<file path="config.mk">
export PLATFORM = sky130hd
export DESIGN_NAME = z80_bus_top
export DESIGN_NICKNAME = d
export VERILOG_FILES = /design/src/z80_bus_pkg.sv /design/src/cpu_bus_if.sv /design/src/bus_strobe_sync.sv /design/src/key_fifo.sv /design/src/io_mem_decode.sv /design/src/z80_bus_top.sv
export VERILOG_INCLUDE_DIRS = /design/src /design/src/src
export SDC_FILE = /design/constraint.sdc
export NUM_CORES = 1
export LEC_CHECK = 0
export BUFFER_PORTS_ARGS = -buffer_cell sky130_fd_sc_hd__buf_2
export CAP_MARGIN = 20
export CELL_PAD_IN_SITES_DETAIL_PLACEMENT = 1
export CELL_PAD_IN_SITES_GLOBAL_PLACEMENT = 2
export CORE_MARGIN = 10
export CORE_UTILIZATION = 42
export CTS_CLUSTER_SIZE = 10
export DETAILED_ROUTE_END_ITERATION = 6
export GPL_TIMING_DRIVEN = 0
export PLACE_DENSITY_LB_ADDON = 0.1
export SYNTH_ARGS = -nofsm -noshare
export SYNTH_HDL_FRONTEND = slang
export SYNTH_SLANG_ARGS = --single-unit
</file>
<file path="constraint.sdc">
create_clock -name clk -period 2.82 [get_ports clk]
set_input_delay 0.564 -clock clk [delete_from_list [all_inputs] [get_ports clk]]
set_output_delay 0.564 -clock clk [all_outputs]
set_load 0.005 [all_outputs]
</file>
<file path="src/z80_bus_defines.svh">
`ifndef Z80_BUS_DEFINES_SVH
`define Z80_BUS_DEFINES_SVH

// Bus widths
`define ADDR_W          16
`define DATA_W          8
`define PAGE_W          6
`define BA_W            5
`define KEYS_W          64

// Keyboard buffer entries
`define KBBUF_DEPTH     16

// Bank register reset values {ro, overlay, page}
`define BANK0_RESET     8'hC0   // Overlay and read-only, page 0
`define BANK1_RESET     8'd33
`define BANK2_RESET     8'd34
`define BANK3_RESET     8'd19

// Page map
`define SYSRAM_PAGE     32
`define CART_FIRST      16
`define CART_LAST       19
`define RAM_FIRST       32

`endif

</file>
<file path="src/z80_bus_pkg.sv">
`include "z80_bus_defines.svh"

package z80_bus_pkg;

    ////////////////////////////////////////
    // Bank register layout
    ////////////////////////////////////////
    typedef struct packed {
        logic                 ro;       // Block memory writes
        logic                 overlay;  // Enable $3000-$3FFF overlay
        logic [`PAGE_W-1:0]   page;
    } bank_reg_t;

    ////////////////////////////////////////
    // IO port map
    ////////////////////////////////////////
    typedef enum logic [7:0] {
        IO_BANK0   = 8'hF0,
        IO_BANK1   = 8'hF1,
        IO_BANK2   = 8'hF2,
        IO_BANK3   = 8'hF3,
        IO_KBBUF   = 8'hFA,     // R pops, W clears
        IO_SYSCTRL = 8'hFB,
        IO_KEYB    = 8'hFF      // Matrix read, rows on A15-A8
    } io_port_e;

endpackage

</file>
<file path="src/cpu_bus_if.sv">
`timescale 1ns/1ps
`include "z80_bus_defines.svh"

// Synchronized CPU bus between strobe sync and decoder
interface cpu_bus_if;
    logic [`ADDR_W-1:0] addr;
    logic               mreq_n;
    logic               iorq_n;
    logic               rd_n;
    logic               wr_n;
    logic [`DATA_W-1:0] wrdata;     // Latched while wr_n low
    logic               rd_pulse;   // One clock per read strobe
    logic               wr_pulse;   // One clock per write strobe

    modport producer (
        output addr,
        output mreq_n,
        output iorq_n,
        output rd_n,
        output wr_n,
        output wrdata,
        output rd_pulse,
        output wr_pulse
    );

    modport consumer (
        input addr,
        input mreq_n,
        input iorq_n,
        input rd_n,
        input wr_n,
        input wrdata,
        input rd_pulse,
        input wr_pulse
    );
endinterface

</file>
<file path="src/bus_strobe_sync.sv">
`timescale 1ns/1ps
`include "z80_bus_defines.svh"

module bus_strobe_sync (
    input  logic               clk,
    input  logic               reset,
    input  logic [`ADDR_W-1:0] addr,
    input  logic [`DATA_W-1:0] d_in,
    input  logic               rd_n,
    input  logic               wr_n,
    input  logic               mreq_n,
    input  logic               iorq_n,
    cpu_bus_if.producer        bus
);

    // Bit 1 is rd_n, bit 0 is wr_n
    logic [2:0][1:0]    strb_sr;
    logic [1:0]         pulse_q;
    logic [`DATA_W-1:0] wrdata_q;

    always_ff @(posedge clk or posedge reset) begin
        if (reset) begin
            strb_sr <= '1;      // Strobes idle high
            pulse_q <= '0;
        end else begin
            strb_sr <= {strb_sr[1:0], {rd_n, wr_n}};
            pulse_q <= strb_sr[2] & ~strb_sr[1];  // Falling edge, once per strobe
        end
    end

    // Write data follows the bus for as long as the strobe is low
    always_ff @(posedge clk) begin
        if (!wr_n)
            wrdata_q <= d_in;
    end

    // Raw address and strobes feed the combinational decode
    assign bus.addr     = addr;
    assign bus.mreq_n   = mreq_n;
    assign bus.iorq_n   = iorq_n;
    assign bus.rd_n     = rd_n;
    assign bus.wr_n     = wr_n;
    assign bus.wrdata   = wrdata_q;
    assign bus.rd_pulse = pulse_q[1];
    assign bus.wr_pulse = pulse_q[0];

endmodule

</file>
<file path="src/key_fifo.sv">
`timescale 1ns/1ps
`include "z80_bus_defines.svh"

module key_fifo (
    input  logic               clk,
    input  logic               reset,
    input  logic [`DATA_W-1:0] push_data,
    input  logic               push,
    input  logic               pop,
    input  logic               clear,
    output logic [`DATA_W-1:0] head
);

    localparam int DEPTH = `KBBUF_DEPTH;
    localparam int PTR_W = $clog2(DEPTH);

    logic [`DATA_W-1:0] mem [DEPTH];
    logic [PTR_W-1:0]   wr_ptr;
    logic [PTR_W-1:0]   rd_ptr;
    logic [PTR_W:0]     count;
    logic               empty;
    logic               full;
    logic               do_push;
    logic               do_pop;

    assign empty   = (count == '0);
    assign full    = (count == (PTR_W+1)'(DEPTH));
    assign do_push = push && !full;     // Keys arriving while full are lost
    assign do_pop  = pop && !empty;

    ////////////////////////////////////////
    // Pointers and fill level
    ////////////////////////////////////////
    always_ff @(posedge clk or posedge reset) begin
        if (reset) begin
            wr_ptr <= '0;
            rd_ptr <= '0;
            count  <= '0;
        end else if (clear) begin
            wr_ptr <= '0;
            rd_ptr <= '0;
            count  <= '0;
        end else begin
            if (do_push)
                wr_ptr <= wr_ptr + 1'b1;    // Wraps at DEPTH
            if (do_pop)
                rd_ptr <= rd_ptr + 1'b1;
            case ({do_push, do_pop})
                2'b10:   count <= count + 1'b1;
                2'b01:   count <= count - 1'b1;
                default: count <= count;    // Both or neither
            endcase
        end
    end

    // Storage
    always_ff @(posedge clk) begin
        if (do_push && !clear)
            mem[wr_ptr] <= push_data;
    end

    assign head = empty ? '0 : mem[rd_ptr];

endmodule

</file>
<file path="src/io_mem_decode.sv">
`timescale 1ns/1ps
`include "z80_bus_defines.svh"

module io_mem_decode (
    cpu_bus_if.consumer        bus,
    input  logic               clk,
    input  logic               reset,
    input  logic [`KEYS_W-1:0] keys,
    input  logic [`DATA_W-1:0] kb_data,
    output logic               kb_pop,
    output logic               kb_clear,
    output logic [`DATA_W-1:0] d_out,
    output logic               d_oe,
    output logic [`BA_W-1:0]   ba,
    output logic               ram_ce_n,
    output logic               cart_ce_n,
    output logic               ram_we_n,
    output logic               turbo
);

    import z80_bus_pkg::*;

    localparam logic [7:0]         BANK_BASE   = IO_BANK0;
    localparam logic [`PAGE_W-1:0] SYSRAM_PG   = `SYSRAM_PAGE;
    localparam logic [`PAGE_W-1:0] CART_LO     = `CART_FIRST;
    localparam logic [`PAGE_W-1:0] CART_HI     = `CART_LAST;
    localparam logic [`PAGE_W-1:0] RAM_LO      = `RAM_FIRST;

    bank_reg_t          bank_r [4];
    logic               dis_regs_r;
    logic               turbo_r;

    bank_reg_t          bank;
    logic [7:0]         io_addr;
    logic               sel_io_bank;
    logic               sel_io_kbbuf;
    logic               sel_io_sysctrl;
    logic               sel_io_keyb;
    logic               sel_internal;
    logic               sel_ovl_hole;
    logic               sel_sysram;
    logic               allow_mem;
    logic               sel_cart;
    logic               sel_ram;
    logic [`DATA_W-1:0] key_rows;
    logic [`DATA_W-1:0] rd_data;

    ////////////////////////////////////////
    // Memory decode
    ////////////////////////////////////////
    assign bank = bank_r[bus.addr[15:14]];  // A15-A14 pick the bank

    // $3000-$37FF was TRAM, nothing answers there now
    assign sel_ovl_hole = !bus.mreq_n && bank.overlay && bus.addr[13:11] == 3'b110;
    assign sel_sysram   = !bus.mreq_n && bank.overlay && bus.addr[13:11] == 3'b111;

    assign allow_mem = !bus.mreq_n && !sel_ovl_hole && !sel_sysram &&
                       (bus.wr_n || !bank.ro);

    assign sel_cart = allow_mem && bank.page >= CART_LO && bank.page <= CART_HI;
    assign sel_ram  = (allow_mem && bank.page >= RAM_LO) || sel_sysram;

    assign ba        = sel_sysram ? SYSRAM_PG[`BA_W-1:0] : bank.page[`BA_W-1:0];
    assign ram_ce_n  = !sel_ram;
    assign cart_ce_n = !sel_cart;
    assign ram_we_n  = !(!bus.wr_n && (sel_sysram || (sel_ram && !bank.ro)));

    ////////////////////////////////////////
    // IO decode
    ////////////////////////////////////////
    assign io_addr = bus.addr[7:0];

    // Bank registers vanish while dis_regs is set
    assign sel_io_bank    = !dis_regs_r && !bus.iorq_n && io_addr[7:2] == BANK_BASE[7:2];
    assign sel_io_kbbuf   = !bus.iorq_n && io_addr == IO_KBBUF;
    assign sel_io_sysctrl = !bus.iorq_n && io_addr == IO_SYSCTRL;
    assign sel_io_keyb    = !bus.iorq_n && io_addr == IO_KEYB;

    assign sel_internal = sel_io_bank | sel_io_kbbuf | sel_io_sysctrl | sel_io_keyb;

    assign kb_pop   = sel_io_kbbuf && bus.rd_pulse;
    assign kb_clear = sel_io_kbbuf && bus.wr_pulse;

    ////////////////////////////////////////
    // Register writes
    ////////////////////////////////////////
    always_ff @(posedge clk or posedge reset) begin
        if (reset) begin
            bank_r[0]  <= bank_reg_t'(`BANK0_RESET);
            bank_r[1]  <= bank_reg_t'(`BANK1_RESET);
            bank_r[2]  <= bank_reg_t'(`BANK2_RESET);
            bank_r[3]  <= bank_reg_t'(`BANK3_RESET);
            dis_regs_r <= 1'b0;
            turbo_r    <= 1'b0;
        end else if (bus.wr_pulse) begin
            if (sel_io_bank)
                bank_r[io_addr[1:0]] <= bank_reg_t'(bus.wrdata);
            if (sel_io_sysctrl) begin
                dis_regs_r <= bus.wrdata[0];
                turbo_r    <= bus.wrdata[2];    // Bit 1 unused
            end
        end
    end

    assign turbo = turbo_r;

    // Matrix read, AND of every row whose address line is low
    always_comb begin
        key_rows = '1;
        for (int r = 0; r < 8; r++) begin
            if (!bus.addr[8 + r])
                key_rows = key_rows & keys[r*8 +: 8];
        end
    end

    ////////////////////////////////////////
    // Read data
    ////////////////////////////////////////
    always_comb begin
        rd_data = '0;
        if (sel_io_bank)
            rd_data = bank_r[io_addr[1:0]];                 // IO $F0-$F3
        if (sel_io_kbbuf)
            rd_data = kb_data;                              // IO $FA
        if (sel_io_sysctrl)
            rd_data = {5'b0, turbo_r, 1'b0, dis_regs_r};    // IO $FB
        if (sel_io_keyb)
            rd_data = key_rows;                             // IO $FF
    end

    assign d_out = rd_data;
    assign d_oe  = !bus.rd_n && sel_internal;

endmodule

</file>
<file path="src/z80_bus_top.sv">
`timescale 1ns/1ps
`include "z80_bus_defines.svh"

module z80_bus_top (
    input  logic               clk,
    input  logic               reset,

    // CPU bus
    input  logic [`ADDR_W-1:0] addr,
    input  logic [`DATA_W-1:0] d_in,
    output logic [`DATA_W-1:0] d_out,
    output logic               d_oe,        // Drive d_out onto the bus
    input  logic               rd_n,
    input  logic               wr_n,
    input  logic               mreq_n,
    input  logic               iorq_n,

    // External memory
    output logic [`BA_W-1:0]   ba,
    output logic               ram_ce_n,
    output logic               cart_ce_n,
    output logic               ram_we_n,

    // Keyboard
    input  logic [`KEYS_W-1:0] keys,
    input  logic [`DATA_W-1:0] key_code,
    input  logic               key_valid,

    output logic               turbo
);

    logic [`DATA_W-1:0] kb_data;
    logic               kb_pop;
    logic               kb_clear;

    cpu_bus_if bus_if ();

    ////////////////////////////////////////
    // Strobe sync, bus producer
    ////////////////////////////////////////
    bus_strobe_sync u_sync (
        .clk    (clk),
        .reset  (reset),
        .addr   (addr),
        .d_in   (d_in),
        .rd_n   (rd_n),
        .wr_n   (wr_n),
        .mreq_n (mreq_n),
        .iorq_n (iorq_n),
        .bus    (bus_if)
    );

    // Key code buffer
    key_fifo u_kbbuf (
        .clk       (clk),
        .reset     (reset),
        .push_data (key_code),
        .push      (key_valid),
        .pop       (kb_pop),
        .clear     (kb_clear),
        .head      (kb_data)
    );

    ////////////////////////////////////////
    // Decoder, bus consumer
    ////////////////////////////////////////
    io_mem_decode u_decode (
        .bus       (bus_if),
        .clk       (clk),
        .reset     (reset),
        .keys      (keys),
        .kb_data   (kb_data),
        .kb_pop    (kb_pop),
        .kb_clear  (kb_clear),
        .d_out     (d_out),
        .d_oe      (d_oe),
        .ba        (ba),
        .ram_ce_n  (ram_ce_n),
        .cart_ce_n (cart_ce_n),
        .ram_we_n  (ram_we_n),
        .turbo     (turbo)
    );

endmodule

</file>
After elaboration in Yosys (flattened, before gate mapping)
Memory sizes are Yosys's and may differ from the RTL's.
Index checks and enable logic that the tools add are counted.
{"block": "word_totals", "n_memories": 1, "rom_bits": 0, "elab_cells": 133, "reg_bits": 63, "ram_bits": 128, "latch_bits": 0}
{"block": "classes", "n_reduce_logical": 46, "muxes": 31, "n_addsub": 4, "mul": 0, "n_eq_ne": 9, "bitwise_logic": 14, "div_mod_pow": 0, "n_lt_le_gt_ge": 6, "shifts": 0}
{"memory": "u_kbbuf.mem", "words": 16, "width": 8, "rd": 1, "rd_ports_with_merged_regs": 0, "wr": 1, "line": "key_fifo.sv:17", "source": "logic [`DATA_W-1:0] mem [DEPTH];"}
{"op": "8-bit two-way mux", "n": 18}
{"op": "8-bit bitwise AND", "n": 7}
{"op": "8-bit binary-select mux with 2-bit select", "n": 2}
{"op": "32-bit bitwise mux", "n": 1}
{"op": "8-bit equality test (second input constant)", "n": 3}
{"op": "1-bit logical AND", "n": 23}
{"op": "8-bit demux with 2-bit select", "n": 1}
{"op": "4-bit two-way mux", "n": 4}
{"op": "1-bit zero test", "n": 14}
{"op": "5-bit two-way mux", "n": 2}
{"op": "5-bit case mux with 2 select lines", "n": 1}
{"op": "4-bit by 1-bit adder with 4-bit output (second input constant)", "n": 2}
{"op": "3-bit equality test (second input constant)", "n": 2}
{"op": "6-bit equality test (second input constant)", "n": 1}
{"op": "3-bit >= comparator (second input constant)", "n": 2}
{"op": "6-bit by 5-bit >= comparator with 1-bit output (second input constant)", "n": 1}
{"op": "6-bit >= comparator (second input constant)", "n": 1}
{"op": "6-bit by 5-bit <= comparator with 1-bit output (second input constant)", "n": 1}
{"op": "2-bit NOT with 3-bit output", "n": 2}
{"op": "5-bit by 1-bit adder with 5-bit output (second input constant)", "n": 1}
{"op": "5-bit equality test (second input constant)", "n": 1}
{"op": "5-bit zero test", "n": 1}
{"op": "5-bit by 1-bit subtractor with 5-bit output (second input constant)", "n": 1}
{"op": "2-bit AND reduction", "n": 2}
{"op": "other kinds (10)", "n": 16}

Longest topological paths before layout
{"block": "logic_depth", "word_depth": 16, "depth_mapped": 12}

Cells and area by module
From an unflattened synthesis, not the netlist that was laid out.
{"block": "hier_totals", "cells_unflattened": 549, "hier_area_um2": 8867.3}
{"mod": "key_fifo", "seq_area_each_um2": 4169.0, "cells_each": 305, "instances": 1, "area_each_um2": 5814.3}
{"mod": "io_mem_decode", "seq_area_each_um2": 862.1, "cells_each": 204, "instances": 1, "area_each_um2": 2419.8}
{"mod": "bus_strobe_sync", "seq_area_each_um2": 447.9, "cells_each": 40, "instances": 1, "area_each_um2": 633.1}

Worst setup path before layout
Ideal clock, no wire load.
{"block": "synth_path", "kind": "input -> register", "start": "input port addr[0]", "end": "register u_kbbuf.count[4]", "path_slack_ns": -0.104, "setup_time_ns": 0.077, "required_ns": 2.743, "path_stages": 12, "arrival_time_ns": 2.847, "n_path_buf": 1, "path_cell_list": "buf_6 > nand4bb_1 > nor3_2 > and3_1 > ha_1 > inv_1 > fa_1 > nor2b_1 > o21ai_0 > nor4b_1 > or3_1 > a21oi_1"}
{"block": "synth_via", "elab_chain_len": 7, "word_cells_on_any_way": 10, "cone_classes": "eq/ne: 3; mux: 2; reduce/logical: 5"}
{"item": "from (decl)", "line": "z80_bus_top.sv:9", "source": "input logic [`ADDR_W-1:0] addr,"}
{"item": "8-bit equality test (*)", "line": "io_mem_decode.sv:75", "source": "assign sel_io_kbbuf = !bus.iorq_n && io_addr == IO_KBBUF;"}
{"item": "1-bit logical AND (*)", "line": "io_mem_decode.sv:75"}
{"item": "1-bit logical AND", "line": "io_mem_decode.sv:81", "source": "assign kb_pop = sel_io_kbbuf && bus.rd_pulse;"}
{"item": "1-bit logical AND", "line": "key_fifo.sv:29", "source": "assign do_pop = pop && !empty;"}
{"item": "2-bit by 1-bit equality test with 1-bit output / 2-bit equality test (equally long branches)", "line": "key_fifo.sv:48", "source": "case ({do_push, do_pop})"}
{"item": "5-bit case mux with 2 select lines", "line": "key_fifo.sv:48"}
{"item": "5-bit two-way mux", "line": "key_fifo.sv:39", "source": "end else if (clear) begin"}
{"item": "to (signal assigned)", "line": "key_fifo.sv:49", "source": "2'b10: count <= count + 1'b1;"}
{"item": "to (signal assigned)", "line": "key_fifo.sv:50", "source": "2'b01: count <= count - 1'b1;"}
{"item": "to (signal assigned)", "line": "key_fifo.sv:51", "source": "default: count <= count;"}
{"item": "to (decl)", "line": "key_fifo.sv:20", "source": "logic [PTR_W:0] count;"}
Mark *: on every way between the ends. The rest lies on a longest branch, timed or not.
A chain may end at the register's enable or synchronous reset.

Final worst setup path
{"block": "layout_path", "start": "register u_kbbuf.rd_ptr[0]", "end": "output port d_out[7]"}
{"block": "layout_via", "elab_chain_len": 5}
{"item": "from (decl)", "line": "key_fifo.sv:19", "source": "logic [PTR_W-1:0] rd_ptr;"}
{"item": "from (signal assigned)", "line": "key_fifo.sv:47", "source": "rd_ptr <= rd_ptr + 1'b1;"}
{"item": "memory read 16 x 8 bit"}
{"item": "8-bit two-way mux", "line": "key_fifo.sv:62", "source": "assign head = empty ? '0 : mem[rd_ptr];"}
{"item": "8-bit two-way mux", "line": "io_mem_decode.sv:123", "source": "if (sel_io_kbbuf)"}
{"item": "8-bit two-way mux", "line": "io_mem_decode.sv:125", "source": "if (sel_io_sysctrl)"}
{"item": "8-bit two-way mux", "line": "io_mem_decode.sv:127", "source": "if (sel_io_keyb)"}
{"item": "to (decl)", "line": "z80_bus_top.sv:11", "source": "output logic [`DATA_W-1:0] d_out,"}
No other way between the ends.

==> flow_metrics.env <==
export IMPL_status="finished clean"
export IMPL_path_delay_family="multiplexers"
export IMPL_yosys_warnings=0
export IMPL_final_nets=787
export IMPL_fillCellCount=1966
export IMPL_netlist_area_um2=8570
export IMPL_h_tree_depth=4
export IMPL_drc=0
export IMPL_numCtsBuffers=17
export IMPL_die_w_um=163
export IMPL_cts_sinks=191
export IMPL_reg2reg_from="u_kbbuf.count[3]"
export IMPL_avgRoutedWirePerCell_um=25.4
export IMPL_grt_pass1_vias=5850
export IMPL_drt_vias_per_instance=5.69
export IMPL_ant_nets=0
export IMPL_hold_ws_ns=0.232
export IMPL_maxCapViolCount=0
export IMPL_drive_above_1_share=0.482
export IMPL_p_per_area_nw_per_um2=634
export IMPL_layout_min_cycle_time_ns=2.82
export IMPL_grt_usage=0.182
export IMPL_end_kind="output port"
export IMPL_dp_hpwl_um=17400
export IMPL_ys_ff_latch=191
export IMPL_clock_insertion_delay_worst_skew_ns=0.44
export IMPL_finalHoldViolCount=0
export IMPL_setup_viol=0
export IMPL_ys_flop_type="edfxtp_1"
export IMPL_antenna_found_initial=0
export IMPL_slew_violations=0
export IMPL_reg2reg_depth=11
export IMPL_syn_to_final_growth_pct=23.6
export IMPL_slowest_stage="mux4_2"
export IMPL_yosysSeqAreaShare=0.639
export IMPL_dpl_cell_count=907
export IMPL_post_route_period_util=0.999
export IMPL_drt_wl_total_um=24300
export IMPL_pre_cts_ws_ns=-0.365
export IMPL_rows=52
export IMPL_r2r_slack_ns=0.12
export IMPL_grt_pass1_wl_um=36100
export IMPL_top_layer="met4"
export IMPL_diodes=0
export IMPL_ioPinCount=121
export IMPL_root_buffer="clkbuf_16"
export IMPL_dr_wl_met3_um=1470
export IMPL_die_h_um=163
export IMPL_start_util=0.425
export IMPL_tightest_slew_ns=1.00
export IMPL_overflow=0
export IMPL_grt_max_degree=31
export IMPL_fin_cells=957
export IMPL_ir_worst_vdd_mv=0.460
export IMPL_syn_nets=635
export IMPL_wl_met2_um=11700
export IMPL_clk_pin_slew_ns=0.08
export IMPL_ys_async_sr_fraction=0.288
export IMPL_die_area_um2=26500
export IMPL_hold_class="input port to async pin"
export IMPL_p_total_w=0.00672
export IMPL_path_cells="buf_6 > buf_12 > mux4_2 > mux2_4 > a21oi_2 > o21ai_1 > buf_2"
export IMPL_fin_ws_ns=0.00344
export IMPL_place_congestion=0.836
export IMPL_avgSynthCellArea_um2=16.4
export IMPL_core_area_um2=20200
export IMPL_fmax_mhz=355
export IMPL_timing_rr_end="u_kbbuf.count[4]"
export IMPL_clk_path_buf_depth=2
export IMPL_worstSetupPathType="register to output port"
export IMPL_relSlewSlack=0.331
export IMPL_netlist_instances=522
export IMPL_wl_met1_um=10700
export IMPL_clock_skew_ns=0.0116
export IMPL_cts_tree="done"
export IMPL_start_kind="register"
export IMPL_rsz0062_at_grt="true"
export IMPL_initialDrtViolationCount=427
export IMPL_cp_slowest_stage_delay_ns=0.51
export IMPL_portBuffers=112
export IMPL_crit_buf_inv=3
export IMPL_num_vias=5449
export IMPL_critPathArrivalTime_ns=2.25
export IMPL_synth_edf_count=136
export IMPL_synthDistinctLibCells=51
export IMPL_static_leakage_power_nw=3.99
export IMPL_crit_required_ns=2.26
export IMPL_drt_first_pass_iters=5
export IMPL_cp_max_fo=8
worst max-delay path by stage:
stage	slack [ns]	start	cells after the start	to
detailed placement	-0.36	addr[15]	8	d_out[3]
finish	0.003	u_kbbuf.rd_ptr[0]	7	d_out[7]
CTS	0.004	u_kbbuf.rd_ptr[1]	7	d_out[6]
global route	-0.07	u_kbbuf.rd_ptr[1]	7	d_out[6]
floorplan	0.01	addr[0]	12	u_kbbuf.count[4]
global placement	-0.39	key_valid	5	u_kbbuf.mem[3][5]
flip-flops by register name, indices dropped and copies added (netlist names), 2 cells and up:
name / flops
u_kbbuf.count: 5
u_decode.bank_r: 32
u_sync.bus.wrdata: 8
u_sync.pulse_q: 2
u_kbbuf.mem: 128
u_kbbuf.wr_ptr: 4
u_kbbuf.rd_ptr: 4
u_sync.strb_sr: 6
layout by cell type (no fill, tap or decap), types with 7 or more instances in the layout:
| master | n |
|---|---|
| inv_1 | 11 |
| mux2i_1 | 8 |
| nor2_1 | 26 |
| a21oi_2 | 8 |
| buf_4 | 22 |
| ha_1 | 8 |
| nor2b_1 | 13 |
| dfstp_2 | 15 |
| buf_12 | 7 |
| mux2_2 | 35 |
| mux4_2 | 47 |
| clkbuf_16 | 17 |
| o22ai_1 | 32 |
| dfrtp_1 | 39 |
| a21oi_1 | 10 |
| nor3_1 | 7 |
| nand2_1 | 7 |
| a22o_1 | 7 |
| edfxtp_1 | 136 |
| buf_2 | 114 |
kinds of logic (layout without fill, tap and decap cells):
group | after synthesis | count (layout) | synth area share
flops | 191 | 191 | 0.639
simple gates | 101 | 101 | 0.0718
mux | 98 | 98 | 0.189
compound gates | 74 | 74 | 0.0539
buf+inv | 41 | 206 | 0.0235
fa+ha+maj | 10 | 10 | 0.0155
xor+xnor | 7 | 7 | 0.00715
where the power goes:
part           internal [W]  switching [W]
logic              0.000349       0.000567
registers           0.00329       0.000123
clock network       0.00119        0.00120
total               0.00483        0.00189
timing repair:
| action | 4_1_cts | 5_1_grt |
|---|---|---|
| pin swaps | 1 | 6 |
| endpoints found under the setup margin | 10 | 61 |
| resized for setup | 49 | 29 |
| setup buffers | 11 | 7 |
| hold buffers | 0 | 0 |
metal layers:
| metal | up-vias | global-route usage |
|---|---|---|
| met4 | 0 | 0.0545 |
| met2 | 192 | 0.298 |
| met3 | 26 | 0.0432 |
| li1 | 2398 | - |
| met1 | 2833 | 0.235 |
| met5 | - | 0 |
synth_stat cells (8+ instances only):
cell | n | area, um2
edfxtp_1 | 136 | 4080
mux4_2 | 47 | 1060
dfrtp_1 | 40 | 1000
mux2_2 | 39 | 439
o22ai_1 | 32 | 200
nor2_1 | 26 | 97.6
a21oi_1 | 18 | 90.1
dfstp_2 | 15 | 394
nor2b_1 | 14 | 87.6
inv_1 | 13 | 48.8
mux2i_1 | 12 | 120
nor4_1 | 12 | 75.1
nor3_1 | 10 | 50.1
ha_1 | 9 | 113
clkbuf_1 | 8 | 30.0
nand2_1 | 8 | 30.0
o21ai_0 | 8 | 40.0
stage by stage:
step	instance area, um2	setup TNS [ns]	utilization
global placement	9500	-13.73	0.471
floorplan	8600	0	-
detailed placement	9550	-3.53	0.473
finish	10600	0	0.525
CTS	10400	0	0.517
global route	10600	-0.343	0.525
cell type report:
type,count,area (um2),area share
flip-flops and latches,191,5480,0.517
multi-input cells,290,3130,0.295
repair buffers,133,767,0.0724
clock buffers,17,425,0.0402
well taps,270,338,0.0319
plain buffers,28,240,0.0227
clock inverters,15,170,0.0161
inverters,13,48.8,0.00461
(Power assumes the default switching activity.)
